## src/design/uart_pkg.sv

```systemverilog
package uart_pkg;

    ////////////////////////////////////////////////////////////
    // Frame format
    ////////////////////////////////////////////////////////////

    localparam int data_bits = 8;
    // Ticks per bit period
    localparam int oversample = 16;
    // One stop bit
    localparam int stop_ticks = 16;

    ////////////////////////////////////////////////////////////
    // Sizes
    ////////////////////////////////////////////////////////////

    // Depth 16
    localparam int fifo_addr_bits = 4;
    localparam int divisor_bits = 11;

    typedef logic [data_bits-1:0] byte_t;

    // One received frame, frame_err set on a low stop sample
    typedef struct packed {
        byte_t data;
        logic  frame_err;
    } rx_word_t;

endpackage

```

## src/design/fifo_if.sv

```systemverilog
interface fifo_if #(
    parameter type item_t = uart_pkg::byte_t
) ();

    // Write side
    logic  wr;
    item_t wdata;
    logic  full;

    // Read side, rdata valid whenever empty is low
    logic  rd;
    item_t rdata;
    logic  empty;

    modport producer (
        output wr,
        output wdata,
        input  full
    );

    modport consumer (
        output rd,
        input  rdata,
        input  empty
    );

    // The storage itself sees both ends
    modport fifo (
        input  wr,
        input  wdata,
        output full,
        input  rd,
        output rdata,
        output empty
    );

endinterface

```

## src/design/baud_gen.sv

```systemverilog
module baud_gen (
    input  logic                              clk,
    input  logic                              reset,
    input  logic [uart_pkg::divisor_bits-1:0] divisor,
    output logic                              tick
);

    logic [uart_pkg::divisor_bits-1:0] cnt;

    // Down counter, one tick every divisor+1 clocks
    always_ff @(posedge clk, posedge reset) begin
        if (reset) begin
            cnt  <= '0;
            tick <= 1'b0;
        end else if (cnt == '0) begin
            // New divisor takes effect at the wrap
            cnt  <= divisor;
            tick <= 1'b1;
        end else begin
            cnt  <= cnt - 1'b1;
            tick <= 1'b0;
        end
    end

endmodule

```

## src/design/byte_fifo.sv

```systemverilog
module byte_fifo #(
    parameter type item_t    = uart_pkg::byte_t,
    parameter int  addr_bits = uart_pkg::fifo_addr_bits
) (
    input logic clk,
    input logic reset,
    fifo_if.fifo q
);

    localparam int depth = 1 << addr_bits;

    item_t                mem [depth];
    logic [addr_bits-1:0] wr_ptr;
    logic [addr_bits-1:0] rd_ptr;
    logic [addr_bits:0]   count;
    logic                 push;
    logic                 pop;

    // Strobes against a full or empty queue are dropped here
    assign push = q.wr & ~q.full;
    assign pop  = q.rd & ~q.empty;

    ////////////////////////////////////////////////////////////
    // Storage
    ////////////////////////////////////////////////////////////

    always_ff @(posedge clk) begin
        if (push) begin
            mem[wr_ptr] <= q.wdata;
        end
    end

    // First word fall-through
    assign q.rdata = mem[rd_ptr];

    ////////////////////////////////////////////////////////////
    // Pointers and occupancy
    ////////////////////////////////////////////////////////////

    always_ff @(posedge clk, posedge reset) begin
        if (reset) begin
            wr_ptr <= '0;
            rd_ptr <= '0;
            count  <= '0;
        end else begin
            if (push) begin
                wr_ptr <= wr_ptr + 1'b1;
            end
            if (pop) begin
                rd_ptr <= rd_ptr + 1'b1;
            end
            case ({push, pop})
                2'b10:   count <= count + 1'b1;
                2'b01:   count <= count - 1'b1;
                default: count <= count;
            endcase
        end
    end

    // count never exceeds depth, so the top bit alone means full
    assign q.full  = count[addr_bits];
    assign q.empty = (count == '0);

endmodule

```

## src/design/uart_tx.sv

```systemverilog
module uart_tx (
    input  logic     clk,
    input  logic     reset,
    input  logic     tick,
    fifo_if.consumer q,
    output logic     tx
);

    localparam int max_ticks = (uart_pkg::stop_ticks > uart_pkg::oversample) ?
                               uart_pkg::stop_ticks : uart_pkg::oversample;
    localparam int s_bits = $clog2(max_ticks);
    localparam int n_bits = $clog2(uart_pkg::data_bits);

    localparam logic [s_bits-1:0] bit_last  = s_bits'(uart_pkg::oversample - 1);
    localparam logic [s_bits-1:0] stop_last = s_bits'(uart_pkg::stop_ticks - 1);
    localparam logic [n_bits-1:0] data_last = n_bits'(uart_pkg::data_bits - 1);

    typedef enum logic [1:0] {idle, start, data, stop} state_t;

    state_t            state, state_next;
    logic [s_bits-1:0] s_reg, s_next;
    logic [n_bits-1:0] n_reg, n_next;
    uart_pkg::byte_t   b_reg, b_next;
    logic              tx_reg, tx_next;
    logic              tx_start;
    logic              tx_done_tick;

    assign tx_start = ~q.empty;
    // Byte leaves the queue only once its stop bit is out
    assign q.rd     = tx_done_tick;
    assign tx       = tx_reg;

    always_ff @(posedge clk, posedge reset) begin
        if (reset) begin
            state  <= idle;
            s_reg  <= '0;
            n_reg  <= '0;
            tx_reg <= 1'b1;
        end else begin
            state  <= state_next;
            s_reg  <= s_next;
            n_reg  <= n_next;
            tx_reg <= tx_next;
        end
    end

    always_ff @(posedge clk) begin
        b_reg <= b_next;
    end

    ////////////////////////////////////////////////////////////
    // Next state logic
    ////////////////////////////////////////////////////////////

    always_comb begin
        state_next   = state;
        s_next       = s_reg;
        n_next       = n_reg;
        b_next       = b_reg;
        tx_next      = tx_reg;
        tx_done_tick = 1'b0;

        case (state)
            idle: begin
                tx_next = 1'b1;
                // Start on a tick so the start bit is a whole bit period
                if (tx_start && tick) begin
                    state_next = start;
                    s_next     = '0;
                end
            end
            start: begin
                // Entered straight from stop; back off if the queue ran dry
                if (!tx_start) begin
                    state_next = idle;
                end else begin
                    tx_next = 1'b0;
                    if (tick) begin
                        if (s_reg == bit_last) begin
                            state_next = data;
                            s_next     = '0;
                            n_next     = '0;
                            b_next     = q.rdata;
                        end else begin
                            s_next = s_reg + 1'b1;
                        end
                    end
                end
            end
            data: begin
                tx_next = b_reg[0];
                if (tick) begin
                    if (s_reg == bit_last) begin
                        s_next = '0;
                        b_next = b_reg >> 1;
                        if (n_reg == data_last) begin
                            state_next = stop;
                        end else begin
                            n_next = n_reg + 1'b1;
                        end
                    end else begin
                        s_next = s_reg + 1'b1;
                    end
                end
            end
            stop: begin
                tx_next = 1'b1;
                if (tick) begin
                    if (s_reg == stop_last) begin
                        tx_done_tick = 1'b1;
                        // Next frame follows with no idle gap
                        state_next   = start;
                        s_next       = '0;
                    end else begin
                        s_next = s_reg + 1'b1;
                    end
                end
            end
            default: state_next = idle;
        endcase
    end

endmodule

```

## src/design/uart_rx.sv

```systemverilog
module uart_rx (
    input  logic     clk,
    input  logic     reset,
    input  logic     tick,
    input  logic     rx,
    fifo_if.producer q
);

    localparam int s_bits = $clog2(uart_pkg::oversample);
    localparam int n_bits = $clog2(uart_pkg::data_bits);

    localparam logic [s_bits-1:0] half_last = s_bits'(uart_pkg::oversample / 2 - 1);
    localparam logic [s_bits-1:0] bit_last  = s_bits'(uart_pkg::oversample - 1);
    localparam logic [n_bits-1:0] data_last = n_bits'(uart_pkg::data_bits - 1);

    typedef enum logic [1:0] {idle, start, data, stop} state_t;

    state_t            state, state_next;
    logic [s_bits-1:0] s_reg, s_next;
    logic [n_bits-1:0] n_reg, n_next;
    uart_pkg::byte_t   b_reg, b_next;
    logic              rx_meta;
    logic              rx_s;
    logic              line_hi, line_hi_next;
    logic              rx_done_tick;

    // Two-flop synchronizer, idles high
    always_ff @(posedge clk, posedge reset) begin
        if (reset) begin
            rx_meta <= 1'b1;
            rx_s    <= 1'b1;
        end else begin
            rx_meta <= rx;
            rx_s    <= rx_meta;
        end
    end

    always_ff @(posedge clk, posedge reset) begin
        if (reset) begin
            state   <= idle;
            s_reg   <= '0;
            n_reg   <= '0;
            line_hi <= 1'b1;
        end else begin
            state   <= state_next;
            s_reg   <= s_next;
            n_reg   <= n_next;
            line_hi <= line_hi_next;
        end
    end

    always_ff @(posedge clk) begin
        b_reg <= b_next;
    end

    ////////////////////////////////////////////////////////////
    // Next state logic
    ////////////////////////////////////////////////////////////

    always_comb begin
        state_next   = state;
        s_next       = s_reg;
        n_next       = n_reg;
        b_next       = b_reg;
        line_hi_next = line_hi;
        rx_done_tick = 1'b0;

        case (state)
            idle: begin
                // Line level at the last tick, so only a falling edge starts
                if (tick) begin
                    line_hi_next = rx_s;
                    if (line_hi && !rx_s) begin
                        state_next = start;
                        s_next     = '0;
                    end
                end
            end
            start: begin
                if (tick) begin
                    if (s_reg == half_last) begin
                        if (rx_s) begin
                            // Glitch, line is back high
                            state_next   = idle;
                            line_hi_next = 1'b1;
                        end else begin
                            state_next = data;
                            s_next     = '0;
                            n_next     = '0;
                        end
                    end else begin
                        s_next = s_reg + 1'b1;
                    end
                end
            end
            data: begin
                if (tick) begin
                    if (s_reg == bit_last) begin
                        s_next = '0;
                        // LSB first
                        b_next = {rx_s, b_reg[uart_pkg::data_bits-1:1]};
                        if (n_reg == data_last) begin
                            state_next = stop;
                        end else begin
                            n_next = n_reg + 1'b1;
                        end
                    end else begin
                        s_next = s_reg + 1'b1;
                    end
                end
            end
            stop: begin
                // Center of the stop bit
                if (tick) begin
                    if (s_reg == bit_last) begin
                        rx_done_tick = 1'b1;
                        line_hi_next = rx_s;
                        state_next   = idle;
                    end else begin
                        s_next = s_reg + 1'b1;
                    end
                end
            end
            default: state_next = idle;
        endcase
    end

    // Word is dropped by the FIFO when it is full
    assign q.wr    = rx_done_tick;
    assign q.wdata = '{data: b_reg, frame_err: ~rx_s};

endmodule

```

## src/design/uart_top.sv

```systemverilog
module uart_top (
    input  logic                              clk,
    input  logic                              reset,
    input  logic [uart_pkg::divisor_bits-1:0] divisor,
    // Host transmit side
    input  logic                              wr_uart,
    input  uart_pkg::byte_t                   w_data,
    output logic                              tx_full,
    // Host receive side
    input  logic                              rd_uart,
    output uart_pkg::byte_t                   r_data,
    output logic                              rx_frame_err,
    output logic                              rx_empty,
    // Serial lines
    input  logic                              rx,
    output logic                              tx
);

    logic tick;

    fifo_if #(.item_t(uart_pkg::byte_t))   tx_q ();
    fifo_if #(.item_t(uart_pkg::rx_word_t)) rx_q ();

    ////////////////////////////////////////////////////////////
    // Host ends of the queues
    ////////////////////////////////////////////////////////////

    assign tx_q.wr      = wr_uart;
    assign tx_q.wdata   = w_data;
    assign tx_full      = tx_q.full;

    assign rx_q.rd      = rd_uart;
    assign r_data       = rx_q.rdata.data;
    assign rx_frame_err = rx_q.rdata.frame_err;
    assign rx_empty     = rx_q.empty;

    ////////////////////////////////////////////////////////////
    // Tick source
    ////////////////////////////////////////////////////////////

    baud_gen baud_i (
        .clk     (clk),
        .reset   (reset),
        .divisor (divisor),
        .tick    (tick)
    );

    ////////////////////////////////////////////////////////////
    // Transmit path
    ////////////////////////////////////////////////////////////

    byte_fifo #(.item_t(uart_pkg::byte_t)) tx_fifo_i (
        .clk   (clk),
        .reset (reset),
        .q     (tx_q)
    );

    uart_tx tx_i (
        .clk   (clk),
        .reset (reset),
        .tick  (tick),
        .q     (tx_q),
        .tx    (tx)
    );

    ////////////////////////////////////////////////////////////
    // Receive path
    ////////////////////////////////////////////////////////////

    uart_rx rx_i (
        .clk   (clk),
        .reset (reset),
        .tick  (tick),
        .rx    (rx),
        .q     (rx_q)
    );

    // Byte plus its framing flag
    byte_fifo #(.item_t(uart_pkg::rx_word_t)) rx_fifo_i (
        .clk   (clk),
        .reset (reset),
        .q     (rx_q)
    );

endmodule

```

## config.mk

```make
export PLATFORM = sky130hd
export DESIGN_NAME = uart_top
export DESIGN_NICKNAME = d
export VERILOG_FILES = /design/src/design/uart_pkg.sv /design/src/design/fifo_if.sv /design/src/design/baud_gen.sv /design/src/design/byte_fifo.sv /design/src/design/uart_tx.sv /design/src/design/uart_rx.sv /design/src/design/uart_top.sv
export SDC_FILE = /design/constraint.sdc
export NUM_CORES = 1
export LEC_CHECK = 0
export ABC_AREA = 1
export BUFFER_PORTS_ARGS = -buffer_cell sky130_fd_sc_hd__buf_2
export CAP_MARGIN = 10
export CORE_ASPECT_RATIO = 1.5
export CORE_MARGIN = 1
export CORE_UTILIZATION = 60
export DETAILED_ROUTE_END_ITERATION = 10
export PLACE_DENSITY = 0.82
export SYNTH_ARGS = -nofsm -noshare
export SYNTH_HDL_FRONTEND = slang
export SYNTH_SLANG_ARGS = --single-unit
```

## constraint.sdc

```tcl
create_clock -name clk -period 2.87 [get_ports clk]
set_input_delay 0.574 -clock clk [delete_from_list [all_inputs] [get_ports clk]]
set_output_delay 0.574 -clock clk [all_outputs]
set_load 0.02 [all_outputs]
```

==> results of run 1 <==
==> power groups by stage <==
stage / logic [mW] / registers, mW / clock network [mW]
finish: 2.83 / 5.98 / 3.96
global route: 3.14 / 6.00 / 4.18
floorplan: 2.04 / 5.97 / 0
global placement: 2.52 / 6.15 / 0
CTS: 2.70 / 6.03 / 4.00
detailed placement: 2.61 / 6.17 / 0
==> layout by cell type (no fill, tap or decap), drive strengths merged <==
| cell type | instances |
|---|---|
| clkinv | 15 |
| nor3b | 1 |
| o21ai | 69 |
| o211ai | 36 |
| a21oi | 43 |
| edfxtp | 288 |
| or2 | 3 |
| nand4 | 3 |
| ha | 30 |
| clkinvlp | 1 |
| nor3 | 9 |
| fa | 1 |
| o21bai | 2 |
| dfrtp | 56 |
| mux2 | 1 |
| inv | 140 |
| nand2 | 374 |
| nand3 | 168 |
| a31oi | 1 |
| dfstp | 4 |
| xnor2 | 7 |
| a21boi | 2 |
| nor2 | 81 |
| clkbuf | 40 |
| buf | 81 |
| bufinv | 3 |
| xor2 | 19 |
==> cell type report <==
cell class / instances / area [um^2] / area share [%]
Sequential cell: 348 / 10160 / 60.42
Multi-Input combinational cell: 850 / 4180 / 24.85
Clock buffer: 40 / 809.5 / 4.812
Timing Repair Buffer: 81 / 569.3 / 3.384
Inverter: 143 / 538.0 / 3.198
Tap cell: 328 / 410.4 / 2.440
Clock inverter: 16 / 151.4 / 0.9000
==> kinds of logic after synthesis <==
kind of cell,Yosys count,share of synthesized area (%)
compound gates,153,5.692
xor+xnor,26,1.495
buf+inv,200,5.890
mux,1,0.07392
fa+ha+maj,31,2.596
flops,348,66.67
simple gates,639,17.59
==> repair_timing <==
item	CTS	global route
setup buffers	1	5
gates resized for setup	0	1
gates cloned	0	0
hold endpoints to repair	0	0
setup endpoints to repair	2	2
==> worst max path at each step <==
stage,cells past startpoint,end
global placement,15,tx_fifo_i.count[4]
finish,7,rx_frame_err
floorplan,16,rx_fifo_i.count[4]
global route,7,r_data[4]
CTS,7,r_data[5]
detailed placement,15,tx_fifo_i.count[4]
==> routing by layer <==
layer	routed length, um	vias up	track usage [%]
met5	0	-	0
li1	-	4844	-
met1	11250	4805	26.76
met3	1754	77	3.156
met2	16270	343	44.80
met4	1081	0	10.64
==> worst reg2reg max path, cell delays in order, from the launching register on <==
cell	delay (ns)
dfrtp_1	0.39
ha_1	0.20
nand3_1	0.12
nor2_1	0.18
nand3_1	0.16
inv_1	0.16
ha_1	0.28
xor2_1	0.23
ha_1	0.18
inv_1	0.04
nand2_1	0.09
nand3_1	0.08
nand2_1	0.07
xor2_1	0.15
nand2_1	0.06
nand2_1	0.05
==> per-stage QoR <==
step | power (mW) | area, um^2 | hold slack (ns) | std cells | setup WS, ns
floorplan | 8.003 | 15230 | 0.3452 | 1398 | 0.6457
global placement | 8.672 | 15800 | 0.3473 | 1744 | 0.4812
detailed placement | 8.777 | 15800 | 0.3468 | 1744 | 0.4309
CTS | 12.73 | 16780 | 0.09653 | 1801 | 0.1162
global route | 13.32 | 16820 | 0.08995 | 1806 | 0.03711
finish | 12.77 | 16820 | 0.1132 | 1806 | 0.1448
==> metrics.md, run 1 <==
| Metric | Value |
|---|---|
| Drt first pass iters | `5` |
| Most frequent cell after synthesis | `nand2_1` |
| Final setup fails | `0` |
| Initial antenna violation count | `0` |
| Post-CTS Hold Buffers | `0` |
| Antenna Cells | `0` |
| Worst rel slew slack | `49.82%` |
| Syn_nets | `1453` |
| Vias in the first global route | `9901` |
| Largest net degree at the start of global routing | `67` |
| Sw power | `3.783 mW` |
| Via-per-instance ratio | `5.575` |
| Core Area | `24960 um^2` |
| DRT iter0 DRCs | `848` |
| Critical path fanouts, max | `13` |
| Worst reg2reg path depth | `15` |
| Pwr dens | `758.9 nW/um^2` |
| CP max stage cell | `dfrtp_4` |
| Clock latency on the worst-skew pair | `0.56 ns` |
| Clock Skews | `0.007984 ns` |
| Startpoint Class | `flip-flop` |
| Hold_sp | `rx` |
| First-pass GRT wire length | `48.56 mm` |
| Clock share of power | `31.0%` |
| Setup crit start | `rx_fifo_i.rd_ptr[0]` |
| Largest cells by area after synthesis | `edfxtp_1, dfrtp_1, nand2_1` |
| Yosys top cell area share | `56.78%` |
| Final Cycle Share | `94.95%` |
| DRC | `0` |
| Mapped Cells | `1398` |
| RSZ-0062 raised after global routing | `no` |
| Combinational Power Share | `22.2%` |
| Hold Path Stages | `1` |
| Number of flops mapped to enable cells by yosys | `288` |
| Sw Share | `29.64%` |
| Mapped cell area | `15230 um^2` |
| GPL Wtd Cong | `0.8305` |
| Crit path cell chain | `buf_4, buf_6, o211ai_1, nand3_1, nand3_1, nand2_1, buf_2` |
| Maximum VDD drop | `608.3 uV` |
| Port Buf Inserts | `35` |
| HP Class | `input pin to flip-flop` |
| Overflow after GRT | `0` |
| CP arrival | `2.15 ns` |
| Max Slew Vio Count | `0` |
| Required @ worst endpoint | `2.30 ns` |
| IO Count | `36` |
| Sequential fraction of design power | `46.8%` |
| Total CTS buffers | `30` |
| RR Startpoint | `tx_i.s_reg[0]` |
| LEAKAGE | `6.720 nW` |
| Max Cap Violations | `0` |
| Tmin final | `2.725 ns` |
| WP buf/inv | `3` |
| DR vias | `10070` |
| R2r setup slk | `0.37 ns` |
| Most flops, register | `rx_fifo_i.mem` |
| Final hold vios | `0` |
| Detailed placement HPWL | `19.64 mm` |
| Total wire length | `30.35 mm` |
| WHS Endpoint | `rx_i.rx_meta` |
| Initial Util | `61.02%` |
| Post-layout nets | `1509` |
| Sequential area share after synthesis | `66.67%` |
| Clock Root Buffer | `clkbuf_16` |
| CTS tree | `built` |
| Most common library cells after synthesis | `nand2_1, edfxtp_1, nand3_1, inv_1, nor2_1` |
| Worst-path clk slew | `0.06 ns` |
| Ys flop type | `edfxtp_1` |
| WS Path Type | `flip-flop to primary output` |
| Post-synthesis cell type count | `35` |
| Synth-to-Final Area Change | `10.44%` |
| Yosys reg bits | `348` |
| ANT nets after route | `0` |
| Most numerous cell on the critical path | `nand3_1` |
| Internal | `8.983 mW` |
| Utilization after layout | `67.39%` |
| Worst-Margin Slew | `0.7500 ns` |
| Status | `finished clean` |
| RR Endpoint | `tx_fifo_i.count[4]` |
| Worst Setup End Kind | `primary output` |
| Yosys top cell by area | `edfxtp_1` |
| Yosys warning count | `0` |
| Fmax | `0.3669 GHz` |
| Clock Sinks | `348` |
| Die height | `197.1 um` |
| Avg Inst Size Synth | `10.90 um^2` |
| Row count | `71` |
| Biggest regs | `rx_fifo_i.mem (144), tx_fifo_i.mem (128), baud_i.cnt (11)` |
| Total GRT Usage | `23.81%` |
| Max H-tree Level | `1` |
| Crit-path leading delay family | `flip-flops` |
| CTS max path bufs | `3` |
| DR WL/cell | `16.81 um` |
| Die width | `132.1 um` |
| Crit-path max cell delay | `0.55 ns` |
| # fillers | `1771` |
| Number of flip-flops in the largest register | `144` |
| FFs w/ async S/R, synth | `17.24%` |
| Share of layout cells above drive strength 1 | `10.08%` |
| TNS Setup | `0 ns` |
| Die ar. | `26040 um^2` |
Power figures use the tool's default switching activity.
==> inputs of run 2 (changes only) <==
==> constraint.sdc (replaced) <==
create_clock -name clk -period 3.15 [get_ports clk]
set_input_delay 0.63 -clock clk [delete_from_list [all_inputs] [get_ports clk]]
set_output_delay 0.63 -clock clk [all_outputs]
set_load 0.02 [all_outputs]
==> run 2 against run 1 <==
Clock power is 6.3% lower. Total power down 8.9%. Via count decreased by 0.61%. Final cell count shrank 0.89%. Critical path depth shrank 1. Routed wire length rose by 2.0%. Largest power group unchanged.
==> metrics.md, run 2 (synthesis results as in run 1) <==
| Metric | Value |
|---|---|
| Crit-path leading delay family | `flip-flops` |
| WP buf/inv | `2` |
| Pwr dens | `696.4 nW/um^2` |
| Initial Util | `61.02%` |
| CP arrival | `2.30 ns` |
| Worst Setup End Kind | `primary output` |
| Fmax | `0.3418 GHz` |
| Port Buf Inserts | `35` |
| Number of flip-flops in the largest register | `144` |
| Most flops, register | `rx_fifo_i.mem` |
| Post-route setup slack | `0.2245 ns` |
| Final setup fails | `0` |
| Maximum VDD drop | `668.3 uV` |
| Status | `finished clean` |
| Total GRT Usage | `24.18%` |
| First-pass GRT wire length | `48.86 mm` |
| Placed instance area | `15720 um^2` |
| Largest net degree at the start of global routing | `89` |
| Core Area | `24960 um^2` |
| Total CTS buffers | `31` |
| Clock Root Buffer | `clkbuf_16` |
| Final hold slack | `0.1464 ns` |
| DR vias | `10010` |
| Final hold vios | `0` |
| Via-per-instance ratio | `5.591` |
| Worst-path clk slew | `0.06 ns` |
| Crit path cell chain | `buf_12, o211ai_1, nand3_1, nand3_1, nand2_1, buf_2` |
| Final Cycle Share | `92.87%` |
| Required @ worst endpoint | `2.52 ns` |
| Clock Sinks | `348` |
| DRC | `0` |
| Initial antenna violation count | `0` |
| Worst-Margin Slew | `0.9704 ns` |
| Max Slew Vio Count | `0` |
| Die ar. | `26040 um^2` |
| IO Count | `36` |
| Most frequent cells in the layout | `nand2_1, edfxtp_1, nand3_1` |
| HP Class | `input pin to flip-flop` |
| Post-Layout Inst Area | `16700 um^2` |
| Tmin final | `2.926 ns` |
| Post-cts sizing count | `0` |
| Commonest non-fill, non-tap cell in the layout | `nand2_1` |
| Worst rel slew slack | `35.31%` |
| Detailed placement HPWL | `20.03 mm` |
| Pre-CTS WS | `0.5593 ns` |
| Synth-to-Final Area Change | `9.668%` |
| Post-CTS setup buffer count | `0` |
| Startpoint Class | `flip-flop` |
| DRT iter0 DRCs | `827` |
| Clock Skews | `0.02181 ns` |
| # fillers | `1765` |
| CTS tree | `built` |
| Biggest regs | `rx_fifo_i.mem (144), tx_fifo_i.mem (128), baud_i.cnt (11)` |
| ANT nets after route | `0` |
| Row count | `71` |
| TNS Setup | `0 ns` |
| Post-layout nets | `1494` |
| Most numerous cell on the critical path | `nand3_1` |
| Drt first pass iters | `7` |
| Antenna Cells | `0` |
| R2r setup slk | `0.49 ns` |
| Critical path fanouts, max | `55` |
| Max Cap Violations | `0` |
| Vias in the first global route | `9808` |
| Crit-path max cell delay | `0.64 ns` |
| Die height | `197.1 um` |
| GPL Wtd Cong | `0.8538` |
| Die width | `132.1 um` |
| Max H-tree Level | `1` |
| WS Path Type | `flip-flop to primary output` |
| Clock latency on the worst-skew pair | `0.58 ns` |
| Overflow after GRT | `0` |
| Post-CTS Hold Buffers | `0` |
| Total wire length | `30.96 mm` |
| CP max stage cell | `dfrtp_2` |
| Share of layout cells above drive strength 1 | `9.097%` |
| RSZ-0062 raised after global routing | `no` |
| LEAKAGE | `6.639 nW` |
| CTS max path bufs | `3` |
| DR WL/cell | `17.30 um` |
==> run 2: cell types whose count changed in the layout (fill, tap and decap cells not counted), sizes merged <==
| cell | delta |
|---|---|
| buf | -16 |
| bufinv | +1 |
| clkbuf | -2 |
| inv | +1 |
==> run 2: worst paths after layout <==
kind	start	endpoint	depth (start not counted)
min	rx	rx_i.rx_meta	1
max	rx_fifo_i.rd_ptr[1]	r_data[6]	6
max reg2reg	tx_i.s_reg[0]	tx_fifo_i.count[4]	15
min in group asynchronous	reset	rx_i.s_reg[0]	3
max in group asynchronous	reset	rx_fifo_i.rd_ptr[0]	3
min reg2reg	rx_i.rx_meta	rx_i.rx_s	0
==> run 2: metrics by stage <==
step	power (mW)	instances	utilization, %
after floorplan	7.292	1398	-
after global placement	7.884	1734	62.95
after detailed placement	7.991	1734	62.95
after CTS	11.67	1790	66.92
after global routing	12.11	1790	66.92
final	11.63	1790	66.92
==> run 2: cell type report <==
class / instances / area, um^2 / share of cell area (%)
Clock buffer: 38 / 802.0 / 4.801
Clock inverter: 18 / 187.7 / 1.124
Inverter: 143 / 538.0 / 3.221
Multi-Input combinational cell: 850 / 4180 / 25.02
Sequential cell: 348 / 10160 / 60.83
Tap cell: 328 / 410.4 / 2.457
Timing Repair Buffer: 65 / 425.4 / 2.547
==> run 2: metal layers <==
layer / vias up / GRT usage, % / wire length [um]
met5: - / 0 / 0
met4: 0 / 11.33 / 1070
met3: 74 / 2.643 / 1635
met2: 357 / 46.33 / 17080
met1: 4762 / 26.57 / 11180
li1: 4815 / - / -
==> run 2: worst register-to-register path, stage by stage (launching register included) <==
cell and delay, ns:
dfrtp_1 0.42, ha_1 0.21, nand3_1 0.10, nor2_1 0.20
nand3_1 0.18, inv_1 0.16, ha_1 0.30, xor2_1 0.26
ha_1 0.20, inv_1 0.04, nand2_1 0.09, nand3_1 0.08
nand2_1 0.07, xor2_1 0.15, nand2_1 0.07, nand2_1 0.06
==> run 2: where the power goes <==
| part | total [mW] | switching [mW] | internal [mW] |
|---|---|---|---|
| clock network | 3.71 | 1.59 | 2.12 |
| registers | 5.46 | 0.222 | 5.24 |
| logic | 2.46 | 1.65 | 0.804 |
==> inputs of run 3 (changes only) <==
--- a/config.mk
+++ b/config.mk
@@ -10,9 +10,9 @@
 export CAP_MARGIN = 10
 export CORE_ASPECT_RATIO = 1.5
 export CORE_MARGIN = 1
-export CORE_UTILIZATION = 60
+export CORE_UTILIZATION = 53
 export DETAILED_ROUTE_END_ITERATION = 10
-export PLACE_DENSITY = 0.82
+export PLACE_DENSITY = 0.74
 export SYNTH_ARGS = -nofsm -noshare
 export SYNTH_HDL_FRONTEND = slang
 export SYNTH_SLANG_ARGS = --single-unit
==> run 3 against run 2 <==
Clock power down 3%. Die area is 13% higher. Cell area increased by 0.26%. Global-route usage is 2.6 points lower. Sequential share of layout area is 0.16 points lower. Sequential cell count unchanged. Register-to-register slack better by 0.16 ns. Utilization decreased by 7.4 points. Critical path type unchanged.
==> metrics.md, run 3 (synthesis results as in run 1) <==
| Metric | Value |
|---|---|
| Crit-path leading delay family | `flip-flops` |
| Clock Root Buffer | `clkbuf_16` |
| Antenna Cells | `0` |
| Initial antenna violation count | `0` |
| Sw power | `3.440 mW` |
| CP arrival | `2.35 ns` |
| ANT nets after route | `0` |
| Crit-path max cell delay | `0.73 ns` |
| Initial Util | `54.11%` |
| Required @ worst endpoint | `2.52 ns` |
| CTS tree | `built` |
| WP depth | `6` |
| LEAKAGE | `6.661 nW` |
| Most numerous cell on the critical path | `nand3_1` |
| Total wire length | `30.72 mm` |
| Max Slew Vio Count | `0` |
| Row count | `75` |
| Clock Skews | `0.01219 ns` |
| Maximum VDD drop | `521.1 uV` |
| DR vias | `9789` |
| RR Endpoint | `tx_fifo_i.count[4]` |
| Port Buf Inserts | `35` |
| GPL Wtd Cong | `0.8442` |
| Die width | `140.4 um` |
| WP buf/inv | `2` |
| Most flops, register | `rx_fifo_i.mem` |
| RR Startpoint | `tx_i.s_reg[0]` |
| Post-CTS setup buffer count | `0` |
| TNS Setup | `0 ns` |
| First-pass GRT wire length | `49.27 mm` |
| Internal | `8.070 mW` |
| Worst rel slew slack | `39.59%` |
| RSZ-0062 raised after global routing | `no` |
| Combinational Power Share | `20.6%` |
| Die ar. | `29440 um^2` |
| Commonest non-fill, non-tap cell in the layout | `nand2_1` |
| Crit path cell chain | `buf_4, o211ai_1, nand3_1, nand3_1, nand2_1, buf_2` |
| Final Cycle Share | `94.60%` |
| CTS max path bufs | `3` |
| Via-per-instance ratio | `5.393` |
| Clock share of power | `31.4%` |
| Worst-Margin Slew | `0.9051 ns` |
| Tmin final | `2.980 ns` |
| DRC | `0` |
| Worst Setup End Kind | `primary output` |
| Post-cts sizing count | `0` |
| Drt first pass iters | `5` |
| WS Path Type | `flip-flop to primary output` |
| Most frequent cells in the layout | `nand2_1, edfxtp_1, nand3_1` |
| DR WL/cell | `16.93 um` |
| Number of flip-flops in the largest register | `144` |
| Clock latency on the worst-skew pair | `0.57 ns` |
| Fmax | `0.3356 GHz` |
| Core Area | `28150 um^2` |
| R2r setup slk | `0.65 ns` |
| Synth-to-Final Area Change | `9.956%` |
| Overflow after GRT | `0` |
| Status | `finished clean` |
| Startpoint Class | `flip-flop` |
| Largest net degree at the start of global routing | `67` |
| IO Count | `36` |
| Share of layout cells above drive strength 1 | `9.666%` |
| HP Class | `input pin to async pin` |
| Die height | `209.6 um` |
| Max Cap Violations | `0` |
| CP max stage cell | `dfrtp_2` |
| Post-CTS Hold Buffers | `0` |
| Post-route setup slack | `0.1701 ns` |
| Sw Share | `29.88%` |
| Worst reg2reg path depth | `15` |
| Total CTS buffers | `31` |
| Critical path destination | `r_data[7]` |
| Total GRT Usage | `21.57%` |
| Max H-tree Level | `1` |
| Sequential fraction of design power | `48.0%` |
| Final hold vios | `0` |
| Post-layout nets | `1501` |
| Final setup fails | `0` |
| Biggest regs | `rx_fifo_i.mem (144), tx_fifo_i.mem (128), baud_i.cnt (11)` |
| Clock Sinks | `348` |
| DRT iter0 DRCs | `732` |
| Pwr dens | `687.2 nW/um^2` |
| Vias in the first global route | `9715` |
| Critical path fanouts, max | `30` |
| Detailed placement HPWL | `20.34 mm` |
| Pre-CTS WS | `0.6754 ns` |
| Worst-path clk slew | `0.06 ns` |
| Setup crit start | `rx_fifo_i.rd_ptr[1]` |
[run 3: cell count changes in the layout (fill, tap and decap cells not counted)]
cell and delta:
clkinv_2 +2, clkinvlp_4 +1, buf_4 +7, inv_6 -1, clkbuf_8 +2, clkinv_1 -2
bufinv_16 -2
[run 3: area by class of cell]
class,instances,area (um^2)
clock buffers,40,829.5
clock inverters,16,128.9
fillers,2319,11400
inverters,143,538.0
multi-input cells,850,4180
flip-flops and latches,348,10160
well taps,346,432.9
repair buffers,72,478.0
[run 3: power groups by stage]
stage / logic, mW / registers [mW] / clock network (mW)
finish: 2.37 / 5.53 / 3.61
global route: 2.66 / 5.57 / 3.83
CTS: 2.40 / 5.53 / 3.66
detailed placement: 2.38 / 5.62 / 0
global placement: 2.32 / 5.61 / 0
floorplan: 1.86 / 5.44 / 0
[run 3: worst min-delay path by stage]
| stage | startpoint | endpoint | cells after the start |
|---|---|---|---|
| finish | reset | rx_i.state[0] | 2 |
| detailed placement | rx_i.rx_meta | rx_i.rx_s | 0 |
| CTS | rx | rx_i.rx_meta | 1 |
| global route | rx | rx_i.rx_meta | 1 |
| global placement | rx_i.rx_meta | rx_i.rx_s | 0 |
| floorplan | rx_i.rx_meta | rx_i.rx_s | 0 |
[run 3: per-stage QoR]
stage / hold WS (ns) / power, mW / std cells / utilization [%] / instance area [um^2]
5_1_grt: 0.1509 / 12.06 / 1815 / 59.49 / 16750
2_1_floorplan: 0.3452 / 7.292 / 1398 / - / 15230
3_3_place_gp: 0.3468 / 7.928 / 1759 / 56.09 / 15790
4_1_cts: 0.1512 / 11.59 / 1815 / 59.49 / 16750
6_report: 0.1644 / 11.51 / 1815 / 59.49 / 16750
3_5_place_dp: 0.3597 / 8.004 / 1759 / 56.09 / 15790
[run 3: layer usage]
metal  GRT usage (%)  part of all wire, %  vias to the layer above
met1           24.48                   39                     4691
li1                -                    -                     4822
met5               0                    0                        -
met4           8.374                  3.1                        0
met3           2.578                  3.9                       62
met2           40.95                   54                      214
